==> src/hdl/colorPkg.sv <==
package colorPkg;

	// raw 8-bit Y, U or V sample
	typedef logic [7:0] sample_t;

	// accumulator width for filter and conversion
	typedef logic signed [31:0] fixed_t;

	// chroma for one pixel pair, already centred on zero
	typedef struct packed {
		fixed_t uEven;
		fixed_t uOdd;
		fixed_t vEven;
		fixed_t vOdd;
	} chromaPair_t;

	// everything needed to convert one pixel pair
	typedef struct packed {
		sample_t y0;
		sample_t y1;
		chromaPair_t chroma;
	} yuvPair_t;

	typedef struct packed {
		sample_t r;
		sample_t g;
		sample_t b;
	} rgbPixel_t;

	// p0 is the even pixel
	typedef struct packed {
		rgbPixel_t p0;
		rgbPixel_t p1;
	} rgbPair_t;

	// interpolation taps, symmetric around the centre
	localparam fixed_t Tap5 = 32'sd21;
	localparam fixed_t Tap3 = -32'sd52;
	localparam fixed_t Tap1 = 32'sd159;

	// colour matrix in 16.16 fixed point
	localparam fixed_t CoefY = 32'sd76284;
	localparam fixed_t CoefRv = 32'sd104595;
	localparam fixed_t CoefGu = -32'sd25624;
	localparam fixed_t CoefGv = -32'sd53281;
	localparam fixed_t CoefBu = 32'sd132251;

	localparam fixed_t LumaOffset = 32'sd16;
	localparam fixed_t ChromaOffset = 32'sd128;

	// filter result is rounded then divided by 256
	localparam fixed_t FilterRound = 32'sd128;
	localparam int FilterShift = 8;

endpackage

==> src/hdl/sramMapPkg.sv <==
package sramMapPkg;

	// word address into the 256K x 16 SRAM
	typedef logic [17:0] sramAddr_t;

	// hi byte is the even sample or first colour byte
	typedef struct packed {
		logic [7:0] hi;
		logic [7:0] lo;
	} sramBytes_t;

	// one SRAM word, seen raw or as two bytes
	typedef union packed {
		logic [15:0] raw;
		sramBytes_t bytes;
	} sramWord_u;

	// which plane a read belongs to
	typedef enum logic [1:0] {
		PlaneY,
		PlaneU,
		PlaneV
	} plane_e;

	// read request, tagged with its plane
	typedef struct packed {
		plane_e plane;
		sramAddr_t address;
	} readReq_t;

	// returned word keeps the tag of its request
	typedef struct packed {
		plane_e plane;
		sramWord_u word;
	} readRet_t;

endpackage
==> src/hdl/yuvToRgb.sv <==
`timescale 1ns/1ns

module yuvToRgb import sramMapPkg::*, colorPkg::*; #(
	parameter sramAddr_t YBase = 18'd0,
	parameter sramAddr_t UBase = 18'd38400,
	parameter sramAddr_t VBase = 18'd57600,
	parameter sramAddr_t RgbBase = 18'd146944,
	// must be even, one U and V word spans two pairs
	parameter int PairsPerRow = 160
) (
	input logic Clock,
	input logic resetn,
	input logic start,
	input sramWord_u readData,
	output logic done,
	output sramAddr_t sramAddress,
	output sramWord_u sramWriteData,
	output logic sramWeN
);

	readReq_t readReq;
	readRet_t readRet;
	logic reqValid, reqReady, retValid;
	sramWord_u chromaWordU, chromaWordV, lumaWord, wrWord;
	logic chromaValid, chromaReady, lumaValid, lumaReady;
	chromaPair_t chromaPair;
	logic pairValid, pairReady;
	rgbPair_t rgbPair;
	logic rgbValid, rgbReady;
	sramAddr_t wrAddress;
	logic wrValid, wrReady, rowWritten;

	rowSequencer #(.YBase(YBase), .UBase(UBase), .VBase(VBase),
		.PairsPerRow(PairsPerRow)) sequencer (.*);

	sramPort port (.*);

	chromaUpsampler #(.PairsPerRow(PairsPerRow)) upsampler (.*);

	colorConverter converter (.*);

	rgbPacker #(.RgbBase(RgbBase), .PairsPerRow(PairsPerRow)) packer (.*);

endmodule

==> src/hdl/rgbPacker.sv <==
`timescale 1ns/1ns

module rgbPacker import sramMapPkg::*, colorPkg::*; #(
	parameter sramAddr_t RgbBase = 18'd146944,
	parameter int PairsPerRow = 160
) (
	input logic Clock,
	input logic resetn,
	input rgbPair_t rgbPair,
	input logic rgbValid,
	output logic rgbReady,
	output sramAddr_t wrAddress,
	output sramWord_u wrWord,
	output logic wrValid,
	input logic wrReady,
	output logic rowWritten
);

	localparam sramAddr_t LastWord = sramAddr_t'(3 * PairsPerRow - 1);

	// which of the three words of a pair goes next
	logic [1:0] phase;
	sramAddr_t wordCount;
	logic wrMove;

	assign wrValid = rgbValid;
	assign wrMove = wrValid && wrReady;
	// the pair is released with its third word
	assign rgbReady = wrReady && (phase == 2'd2);
	assign wrAddress = RgbBase + wordCount;

	always_comb begin
		case (phase)
			2'd0: wrWord.bytes = '{hi: rgbPair.p0.r, lo: rgbPair.p0.g};
			2'd1: wrWord.bytes = '{hi: rgbPair.p0.b, lo: rgbPair.p1.r};
			default: wrWord.bytes = '{hi: rgbPair.p1.g, lo: rgbPair.p1.b};
		endcase
	end

	always_ff @(posedge Clock or negedge resetn) begin
		if (!resetn) begin
			phase <= 2'd0;
			wordCount <= '0;
			rowWritten <= 1'b0;
		end else begin
			rowWritten <= 1'b0;
			if (wrMove) begin
				phase <= (phase == 2'd2) ? 2'd0 : phase + 2'd1;
				// wrap for the next row after the last word
				if (wordCount == LastWord) begin
					wordCount <= '0;
					rowWritten <= 1'b1;
				end else begin
					wordCount <= wordCount + 18'd1;
				end
			end
		end
	end

endmodule

==> src/hdl/colorConverter.sv <==
`timescale 1ns/1ns

module colorConverter import sramMapPkg::*, colorPkg::*; (
	input logic Clock,
	input logic resetn,
	input sramWord_u lumaWord,
	input logic lumaValid,
	output logic lumaReady,
	input chromaPair_t chromaPair,
	input logic pairValid,
	output logic pairReady,
	output rgbPair_t rgbPair,
	output logic rgbValid,
	input logic rgbReady
);

	yuvPair_t inPair;
	logic stall, accept;
	// one valid bit per stage
	logic v1, v2, v3;

	// stage 1, offset luma and chroma as two pixels
	fixed_t yS1 [2];
	fixed_t uS1 [2];
	fixed_t vS1 [2];
	// stage 2 products
	fixed_t yT [2];
	fixed_t rv [2];
	fixed_t gu [2];
	fixed_t gv [2];
	fixed_t bu [2];
	// stage 3 sums
	fixed_t rSum [2];
	fixed_t gSum [2];
	fixed_t bSum [2];

	// colour lands in bits 23..16, negative or overflow is clipped
	function automatic sample_t clip(input fixed_t x);
		if (x[31])
			return 8'd0;
		else if (x[30:24] != 7'd0)
			return 8'd255;
		else
			return x[23:16];
	endfunction

	assign inPair = '{y0: lumaWord.bytes.hi, y1: lumaWord.bytes.lo, chroma: chromaPair};

	// whole pipe freezes while the packer is busy
	assign stall = rgbValid && !rgbReady;
	assign lumaReady = pairValid && !stall;
	assign pairReady = lumaValid && !stall;
	assign accept = lumaValid && pairValid && !stall;

	always_ff @(posedge Clock or negedge resetn) begin
		if (!resetn) begin
			v1 <= 1'b0;
			v2 <= 1'b0;
			v3 <= 1'b0;
			rgbValid <= 1'b0;
		end else if (!stall) begin
			v1 <= accept;
			v2 <= v1;
			v3 <= v2;
			rgbValid <= v3;
		end
	end

	always_ff @(posedge Clock) begin
		if (!stall) begin
			yS1[0] <= fixed_t'({24'd0, inPair.y0}) - LumaOffset;
			yS1[1] <= fixed_t'({24'd0, inPair.y1}) - LumaOffset;
			uS1[0] <= inPair.chroma.uEven;
			uS1[1] <= inPair.chroma.uOdd;
			vS1[0] <= inPair.chroma.vEven;
			vS1[1] <= inPair.chroma.vOdd;
			for (int i = 0; i < 2; i++) begin
				yT[i] <= CoefY * yS1[i];
				rv[i] <= CoefRv * vS1[i];
				gu[i] <= CoefGu * uS1[i];
				gv[i] <= CoefGv * vS1[i];
				bu[i] <= CoefBu * uS1[i];
				rSum[i] <= yT[i] + rv[i];
				gSum[i] <= yT[i] + gu[i] + gv[i];
				bSum[i] <= yT[i] + bu[i];
			end
			rgbPair.p0.r <= clip(rSum[0]);
			rgbPair.p0.g <= clip(gSum[0]);
			rgbPair.p0.b <= clip(bSum[0]);
			rgbPair.p1.r <= clip(rSum[1]);
			rgbPair.p1.g <= clip(gSum[1]);
			rgbPair.p1.b <= clip(bSum[1]);
		end
	end

endmodule

==> src/hdl/chromaUpsampler.sv <==
`timescale 1ns/1ns

module chromaUpsampler import sramMapPkg::*, colorPkg::*; #(
	parameter int PairsPerRow = 160
) (
	input logic Clock,
	input logic resetn,
	input sramWord_u chromaWordU,
	input sramWord_u chromaWordV,
	input logic chromaValid,
	output logic chromaReady,
	output chromaPair_t chromaPair,
	output logic pairValid,
	input logic pairReady
);

	localparam int CountW = $clog2(PairsPerRow + 8);

	typedef enum logic [1:0] {Fill, Calc, Emit} upState_e;

	upState_e state;
	// phase bit 1 picks V, bit 0 the right half of the window
	logic [1:0] phase;
	// samples shifted in so far and the pair being built
	logic [CountW-1:0] cnt, pairIdx;
	logic [1:0] pendCnt;
	sramWord_u pendU, pendV;
	// window holds samples pairIdx-2 .. pairIdx+3
	sample_t winU [6];
	sample_t winV [6];
	sample_t nextU, nextV, inU, inV;
	sample_t opA [3];
	fixed_t coef [3];
	fixed_t acc, mac, odd;
	logic windowReady, pad, take;

	// word waits here until both samples are used
	assign chromaReady = (pendCnt == 2'd0);
	assign nextU = (pendCnt == 2'd2) ? pendU.bytes.hi : pendU.bytes.lo;
	assign nextV = (pendCnt == 2'd2) ? pendV.bytes.hi : pendV.bytes.lo;

	assign windowReady = (cnt == pairIdx + CountW'(4));
	// past the row end the last sample repeats
	assign pad = !windowReady && (cnt >= CountW'(PairsPerRow));
	assign take = (state == Fill) && !windowReady && !pad && (pendCnt != 2'd0);
	assign inU = pad ? winU[5] : nextU;
	assign inV = pad ? winV[5] : nextV;

	assign pairValid = (state == Emit);

	// three multipliers cover half a window per cycle
	always_comb begin
		for (int i = 0; i < 3; i++) begin
			if (phase[0])
				opA[i] = phase[1] ? winV[i + 3] : winU[i + 3];
			else
				opA[i] = phase[1] ? winV[i] : winU[i];
		end
		coef[0] = phase[0] ? Tap1 : Tap5;
		coef[1] = Tap3;
		coef[2] = phase[0] ? Tap5 : Tap1;
		mac = '0;
		for (int i = 0; i < 3; i++)
			mac = mac + fixed_t'({24'd0, opA[i]}) * coef[i];
		odd = ((acc + mac + FilterRound) >>> FilterShift) - ChromaOffset;
	end

	always_ff @(posedge Clock or negedge resetn) begin
		if (!resetn) begin
			state <= Fill;
			phase <= 2'd0;
			cnt <= '0;
			pairIdx <= '0;
			pendCnt <= 2'd0;
		end else begin
			if (chromaValid && chromaReady)
				pendCnt <= 2'd2;
			else if (take)
				pendCnt <= pendCnt - 2'd1;
			case (state)
				Fill: begin
					if (windowReady) begin
						state <= Calc;
						phase <= 2'd0;
					end else if (pad || take) begin
						cnt <= cnt + CountW'(1);
					end
				end
				Calc: begin
					phase <= phase + 2'd1;
					if (phase == 2'd3)
						state <= Emit;
				end
				default: begin
					if (pairReady) begin
						state <= Fill;
						// row finished, start clean for the next one
						if (pairIdx == CountW'(PairsPerRow - 1)) begin
							pairIdx <= '0;
							cnt <= '0;
						end else begin
							pairIdx <= pairIdx + CountW'(1);
						end
					end
				end
			endcase
		end
	end

	// datapath registers
	always_ff @(posedge Clock) begin
		if (chromaValid && chromaReady) begin
			pendU <= chromaWordU;
			pendV <= chromaWordV;
		end
		if (state == Fill && (pad || take)) begin
			// first sample replicates across the left edge
			for (int i = 0; i < 6; i++) begin
				if (cnt == '0) begin
					winU[i] <= inU;
					winV[i] <= inV;
				end else if (i < 5) begin
					winU[i] <= winU[i + 1];
					winV[i] <= winV[i + 1];
				end else begin
					winU[i] <= inU;
					winV[i] <= inV;
				end
			end
		end
		if (state == Calc) begin
			acc <= mac;
			case (phase)
				2'd1: begin
					chromaPair.uOdd <= odd;
					chromaPair.uEven <= fixed_t'({24'd0, winU[2]}) - ChromaOffset;
				end
				2'd3: begin
					chromaPair.vOdd <= odd;
					chromaPair.vEven <= fixed_t'({24'd0, winV[2]}) - ChromaOffset;
				end
				default: ;
			endcase
		end
	end

endmodule

==> src/hdl/sramPort.sv <==
`timescale 1ns/1ns

module sramPort import sramMapPkg::*; (
	input logic Clock,
	input logic resetn,
	input readReq_t readReq,
	input logic reqValid,
	output logic reqReady,
	input sramAddr_t wrAddress,
	input sramWord_u wrWord,
	input logic wrValid,
	output logic wrReady,
	output readRet_t readRet,
	output logic retValid,
	output sramAddr_t sramAddress,
	output sramWord_u sramWriteData,
	output logic sramWeN,
	input sramWord_u readData
);

	// tag delay line, index 1 lines up with readData
	logic [1:0] tagValid;
	plane_e tagPlane [2];
	logic readGo;

	// writes always win the port
	assign wrReady = 1'b1;
	assign reqReady = !wrValid;
	assign readGo = reqValid && reqReady;

	assign retValid = tagValid[1];
	assign readRet = '{plane: tagPlane[1], word: readData};

	always_ff @(posedge Clock or negedge resetn) begin
		if (!resetn) begin
			sramAddress <= '0;
			sramWriteData <= '0;
			sramWeN <= 1'b1;
			tagValid <= 2'b00;
		end else begin
			sramWeN <= 1'b1;
			if (wrValid) begin
				sramAddress <= wrAddress;
				sramWriteData <= wrWord;
				sramWeN <= 1'b0;
			end else if (readGo) begin
				sramAddress <= readReq.address;
			end
			tagValid <= {tagValid[0], readGo};
		end
	end

	// plane tags are payload and follow the valid bits
	always_ff @(posedge Clock) begin
		tagPlane[0] <= readReq.plane;
		tagPlane[1] <= tagPlane[0];
	end

endmodule

==> src/hdl/rowSequencer.sv <==
`timescale 1ns/1ns

module rowSequencer import sramMapPkg::*; #(
	parameter sramAddr_t YBase = 18'd0,
	parameter sramAddr_t UBase = 18'd38400,
	parameter sramAddr_t VBase = 18'd57600,
	parameter int PairsPerRow = 160
) (
	input logic Clock,
	input logic resetn,
	input logic start,
	output readReq_t readReq,
	output logic reqValid,
	input logic reqReady,
	input readRet_t readRet,
	input logic retValid,
	output sramWord_u chromaWordU,
	output sramWord_u chromaWordV,
	output logic chromaValid,
	input logic chromaReady,
	output sramWord_u lumaWord,
	output logic lumaValid,
	input logic lumaReady,
	input logic rowWritten,
	output logic done
);

	// one U and one V word cover two pairs
	localparam sramAddr_t ULast = UBase + sramAddr_t'(PairsPerRow / 2);
	// luma words that may be in flight or queued at once
	localparam int LumaDepth = 4;

	logic busy;
	// position in the U, V, Y, Y issue order
	logic [1:0] sel;
	sramAddr_t uAddr, vAddr, yAddr;
	// U and V credit, held from issue until the word moves on
	logic occU, occV;
	logic fullU, fullV;
	// Y reads in flight or queued, and Y words queued
	logic [2:0] occY, heldY;
	// luma waits here while the filter runs ahead on chroma
	sramWord_u lumaBuf [LumaDepth];
	logic [1:0] lumaHead, lumaTail;
	logic credit, issuing, issue, issueY, retY;
	logic chromaMove, lumaMove;

	always_comb begin
		case (sel)
			2'd0: begin
				readReq = '{plane: PlaneU, address: uAddr};
				credit = !occU;
			end
			2'd1: begin
				readReq = '{plane: PlaneV, address: vAddr};
				credit = !occV;
			end
			default: begin
				readReq = '{plane: PlaneY, address: yAddr};
				credit = (occY != 3'(LumaDepth));
			end
		endcase
	end

	// a group is only opened while U words remain
	assign issuing = busy && (sel != 2'd0 || uAddr != ULast);
	assign reqValid = issuing && credit;
	assign issue = reqValid && reqReady;
	assign issueY = issue && sel[1];
	assign retY = retValid && (readRet.plane == PlaneY);

	assign chromaValid = fullU && fullV;
	assign lumaValid = (heldY != 3'd0);
	assign lumaWord = lumaBuf[lumaHead];
	assign chromaMove = chromaValid && chromaReady;
	assign lumaMove = lumaValid && lumaReady;

	always_ff @(posedge Clock or negedge resetn) begin
		if (!resetn) begin
			busy <= 1'b0;
			done <= 1'b0;
			sel <= 2'd0;
			uAddr <= UBase;
			vAddr <= VBase;
			yAddr <= YBase;
			occU <= 1'b0;
			occV <= 1'b0;
			fullU <= 1'b0;
			fullV <= 1'b0;
			occY <= 3'd0;
			heldY <= 3'd0;
			lumaHead <= 2'd0;
			lumaTail <= 2'd0;
		end else begin
			if (start && !busy) begin
				busy <= 1'b1;
				done <= 1'b0;
				sel <= 2'd0;
				uAddr <= UBase;
				vAddr <= VBase;
				yAddr <= YBase;
			end else if (rowWritten) begin
				busy <= 1'b0;
				done <= 1'b1;
			end else if (issue) begin
				sel <= sel + 2'd1;
				case (sel)
					2'd0: uAddr <= uAddr + 18'd1;
					2'd1: vAddr <= vAddr + 18'd1;
					default: yAddr <= yAddr + 18'd1;
				endcase
			end
			// take the credit when the read goes out
			if (issue) begin
				case (sel)
					2'd0: occU <= 1'b1;
					2'd1: occV <= 1'b1;
					default: ;
				endcase
			end
			// steer returns by tag
			if (retValid) begin
				case (readRet.plane)
					PlaneU: begin
						chromaWordU <= readRet.word;
						fullU <= 1'b1;
					end
					PlaneV: begin
						chromaWordV <= readRet.word;
						fullV <= 1'b1;
					end
					default: ;
				endcase
			end
			if (retY)
				lumaTail <= lumaTail + 2'd1;
			// credit comes back once the word moves on
			if (chromaMove) begin
				fullU <= 1'b0;
				fullV <= 1'b0;
				occU <= 1'b0;
				occV <= 1'b0;
			end
			if (lumaMove)
				lumaHead <= lumaHead + 2'd1;
			// up on issue or return, down when a word moves on
			occY <= occY + {2'd0, issueY} - {2'd0, lumaMove};
			heldY <= heldY + {2'd0, retY} - {2'd0, lumaMove};
		end
	end

	// luma words enter at the tail
	always_ff @(posedge Clock) begin
		if (retY)
			lumaBuf[lumaTail] <= readRet.word;
	end

endmodule

==> config.mk <==
export PLATFORM = sky130hd
export DESIGN_NAME = yuvToRgb
export DESIGN_NICKNAME = d
export VERILOG_FILES = /design/src/hdl/colorPkg.sv /design/src/hdl/sramMapPkg.sv /design/src/hdl/yuvToRgb.sv /design/src/hdl/rgbPacker.sv /design/src/hdl/colorConverter.sv /design/src/hdl/chromaUpsampler.sv /design/src/hdl/sramPort.sv /design/src/hdl/rowSequencer.sv
export SDC_FILE = /design/constraint.sdc
export NUM_CORES = 2
export LEC_CHECK = 0
export CAP_MARGIN = 25
export CORE_MARGIN = 2
export CORE_UTILIZATION = 50
export CTS_CLUSTER_DIAMETER = 40
export CTS_CLUSTER_SIZE = 12
export DETAILED_ROUTE_END_ITERATION = 6
export DONT_BUFFER_PORTS = 1
export MAX_ROUTING_LAYER = met4
export PLACE_DENSITY = 0.78
export SLEW_MARGIN = 20
export SYNTH_ARGS = -nofsm -noshare
export SYNTH_HDL_FRONTEND = slang
export SYNTH_SLANG_ARGS = --single-unit
==> constraint.sdc <==
create_clock -name Clock -period 35.4 [get_ports Clock]
set_clock_uncertainty 0.1 [all_clocks]
set_input_delay 1.77 -clock Clock [delete_from_list [all_inputs] [get_ports Clock]]
set_output_delay 1.77 -clock Clock [all_outputs]
set_load 0.02 [all_outputs]
==> metrics.yaml <==
sta:
  finalSetupViolCount: 0
  fin_crit_ns: 11.43
  timing.max_slew.rel_slack_pct: 22.3
  slew_violations: 0
  fmax_mhz: 87.5
  finalSetupTns_ns: 0
  finalHoldViolations: 0
  worst_pin_slew_ns: 1.14
  period_share_pct: 32.3
  grt_setup_unrepaired: "no"
grt:
  antenna_violations_before_repair: 14
  globalRouteTotalUtil_pct: 24.1
  overflow: 0
  grt_pass1_wl_um: 353000
  grt_max_degree: 181
  grt_pass1_vias: 65367
synth:
  synth_seq_area_share_pct: 31.2
  synth_ff_type: "edfxtp_1"
  synthesis.area_um2: 94500
  synth.lib_cells_used.distinct: 97
  synthCells: 8551
  synth-edff-count: 848
  synth-async-reset-ratio_pct: 15.5
  postSynthRegisterBits: 1008
  postSynthAreaPerCell_um2: 11.0
  yosysWarningCount: 0
route:
  drt_pass_1_iters: 7
  post_detailed_route_drc_marker_count: 5
  detail_route.wirelength_um: 221000
  detailedRoute.firstIterationViolations: 4870
  routed-via-count: 62132
  detail-route-antenna-nets: 0
  route.detailed.vias_per_inst: 5.52
  drt_wl_cell_um: 19.6
layout:
  area_growth_pct: 8.92
  layout.cells.most_common: "inv_1"
  final_util_pct: 54.8
  post_route_cells_drive_above_1_share_pct: 5.25
  total_of_fill_cells_in_the_finished_design: 15557
  layout.cells.non_filler: 11257
  layout.cells.most_common_list: "1737 x inv_1, 1370 x ha_1, 994 x fa_1"
  num-nets-final: 11008
  design_area_um2: 103000
cts:
  post_cts_resized: 0
  cts-root-to-sink-buffers: 3
  inserted_clock_buffers: 156
  clock_sink_count: 1008
  cts-root-buf: "clkbuf_16"
  clk_pin_slew_ns: 0.05
  cts.repair_timing.setup_buffer_count: 0
  clock_tree_from_tritoncts: "yes"
  holdBufCountCts: 0
  clock_insertion_delay_worst_skew_ns: 0.81
  htree_num_levels: 4
floorplan:
  rows: 159
  design.die.area_um2: 192000
  die_width_um: 439
  floorplan.initialDensity_pct: 50.3
  die_height_um: 439
  io-pin-count: 55
  core_region_area_um2: 188000
setup_path:
  timing.critical_path.fanout_max: 25
  worst_ep_arrival_time_ns: 11.86
  setup.worst_path.class: "register to register"
  critical_path.slowest_cell: "dfrtp_1"
  cp_max_stage_delay_ns: 0.82
  timing.critical_path.from_type: "register"
  most_numerous_cell_on_the_critical_path: "fa_1"
  critical_path_required_ns: 35.83
  worst_setup_path_end_kind: "register"
status:
  failing_checks: "DRC"
  result_of_the_run: "finished with violations"
placement:
  gp_congestion: 0.981
  postPlaceCellArea_um2: 97500
  place.port_buffers: 0
  final_hpwl_dp_um: 177000
  placed_cells: 10959
min_path:
  hold_path_class: "register to register"
run:
  cap_violations: 0
[final cells by class]
cell class / count / area, um^2 / share of cell area [%]
clock buffers: 176 / 4040 / 3.93
inverters: 1739 / 6530 / 6.34
flip-flops and latches: 1008 / 29500 / 28.6
multi-input cells: 5680 / 58100 / 56.4
clock inverters: 114 / 1310 / 1.28
repair buffers: 40 / 349 / 0.339
well taps: 2495 / 3120 / 3.03
diodes: 5 / 12.5 / 0.0122
[cells by family after synthesis]
logic type	Yosys count	share of synthesized area (%)
simple gates	1451	7.30
mux	137	1.83
other cells	2	0.00795
flops	1008	31.2
xor+xnor	563	5.22
fa+ha+maj	2365	39.2
buf+inv	1864	7.42
compound gates	1161	7.83
[registers in the layout, indices dropped and copies added, names as in the netlist, 33 cells and up]
name                  cells
upsampler.chromaPair     66
sequencer.lumaBuf        64
converter.bu             62
converter.gv             60
converter.rv             60
converter.yT             60
converter.gu             56
converter.rgbPair        48
upsampler.winU           48
upsampler.winV           48
converter.uS1            33
converter.vS1            33
[metrics by stage]
stage / hold WS (ns) / setup slack [ns]
2_1_floorplan: 0.210 / 2.00
3_3_place_gp: 0.301 / 24.14
3_5_place_dp: 0.305 / 24.08
4_1_cts: 0.305 / 23.98
5_1_grt: 0.314 / 23.17
6_report: 0.306 / 23.97
[layer usage]
| layer | GRT usage [%] | wire length, um |
|---|---|---|
| met1 | 31.1 | 94600 |
| met2 | 39.3 | 107000 |
| met3 | 4.03 | 13800 |
| met4 | 6.88 | 6170 |
| met5 | - | 0 |
[final timing paths]
check	startpoint	depth (start not counted)	slack [ns]	endpoint
worst max-delay path	upsampler.phase[0]	32	23.97	upsampler.chromaPair[22]
worst min-delay path	upsampler.chromaPair[14]	0	0.31	converter.vS1[0][46]
worst max register to register	upsampler.phase[0]	32	23.97	upsampler.chromaPair[22]
worst min register to register	upsampler.chromaPair[14]	0	0.31	converter.vS1[0][46]
max in group asynchronous	resetn	0	34.26	sequencer.lumaHead[1]
min in group asynchronous	resetn	0	0.58	converter.v2
[synth_stat cells (30+ instances only)]
library cell  instances  area, um^2
inv_1              1737        6520
ha_1               1370       17100
dfrtp_1             147        3680
and2_1               43         269
a21o_1              113         848
nor2b_1              57         357
o21ai_0             272        1360
edfxtp_1            848       25500
mux2i_1              72         721
mux2_2               40         450
a31oi_1              50         313
clkbuf_1            101         379
or2_2                30         188
or3_1                39         244
xor2_1              173        1520
a21oi_1             329        1650
o21bai_1             42         315
nand2b_1             50         313
fa_1                994       19900
nor3_1               91         455
nand4_1              40         250
nand3_1             199         996
o21a_1               56         420
a211oi_1             41         308
xnor2_1             390        3420
nand2_1             437        1640
nor2_1              335        1260
and3_1               62         388
[critical path: cells and delay by family, from the launching register on]
family,cells,cell delay [ns]
xor+xnor,3,0.45
compound gates,10,3.05
fa+ha+maj,11,4.46
simple gates,3,1.24
buf+inv,4,0.56
mux,1,0.43
flops,1,0.82
Power is left out: the tool's default activity adds up to more than one toggle a clock period on the data nets, which glitch-free logic cannot reach.
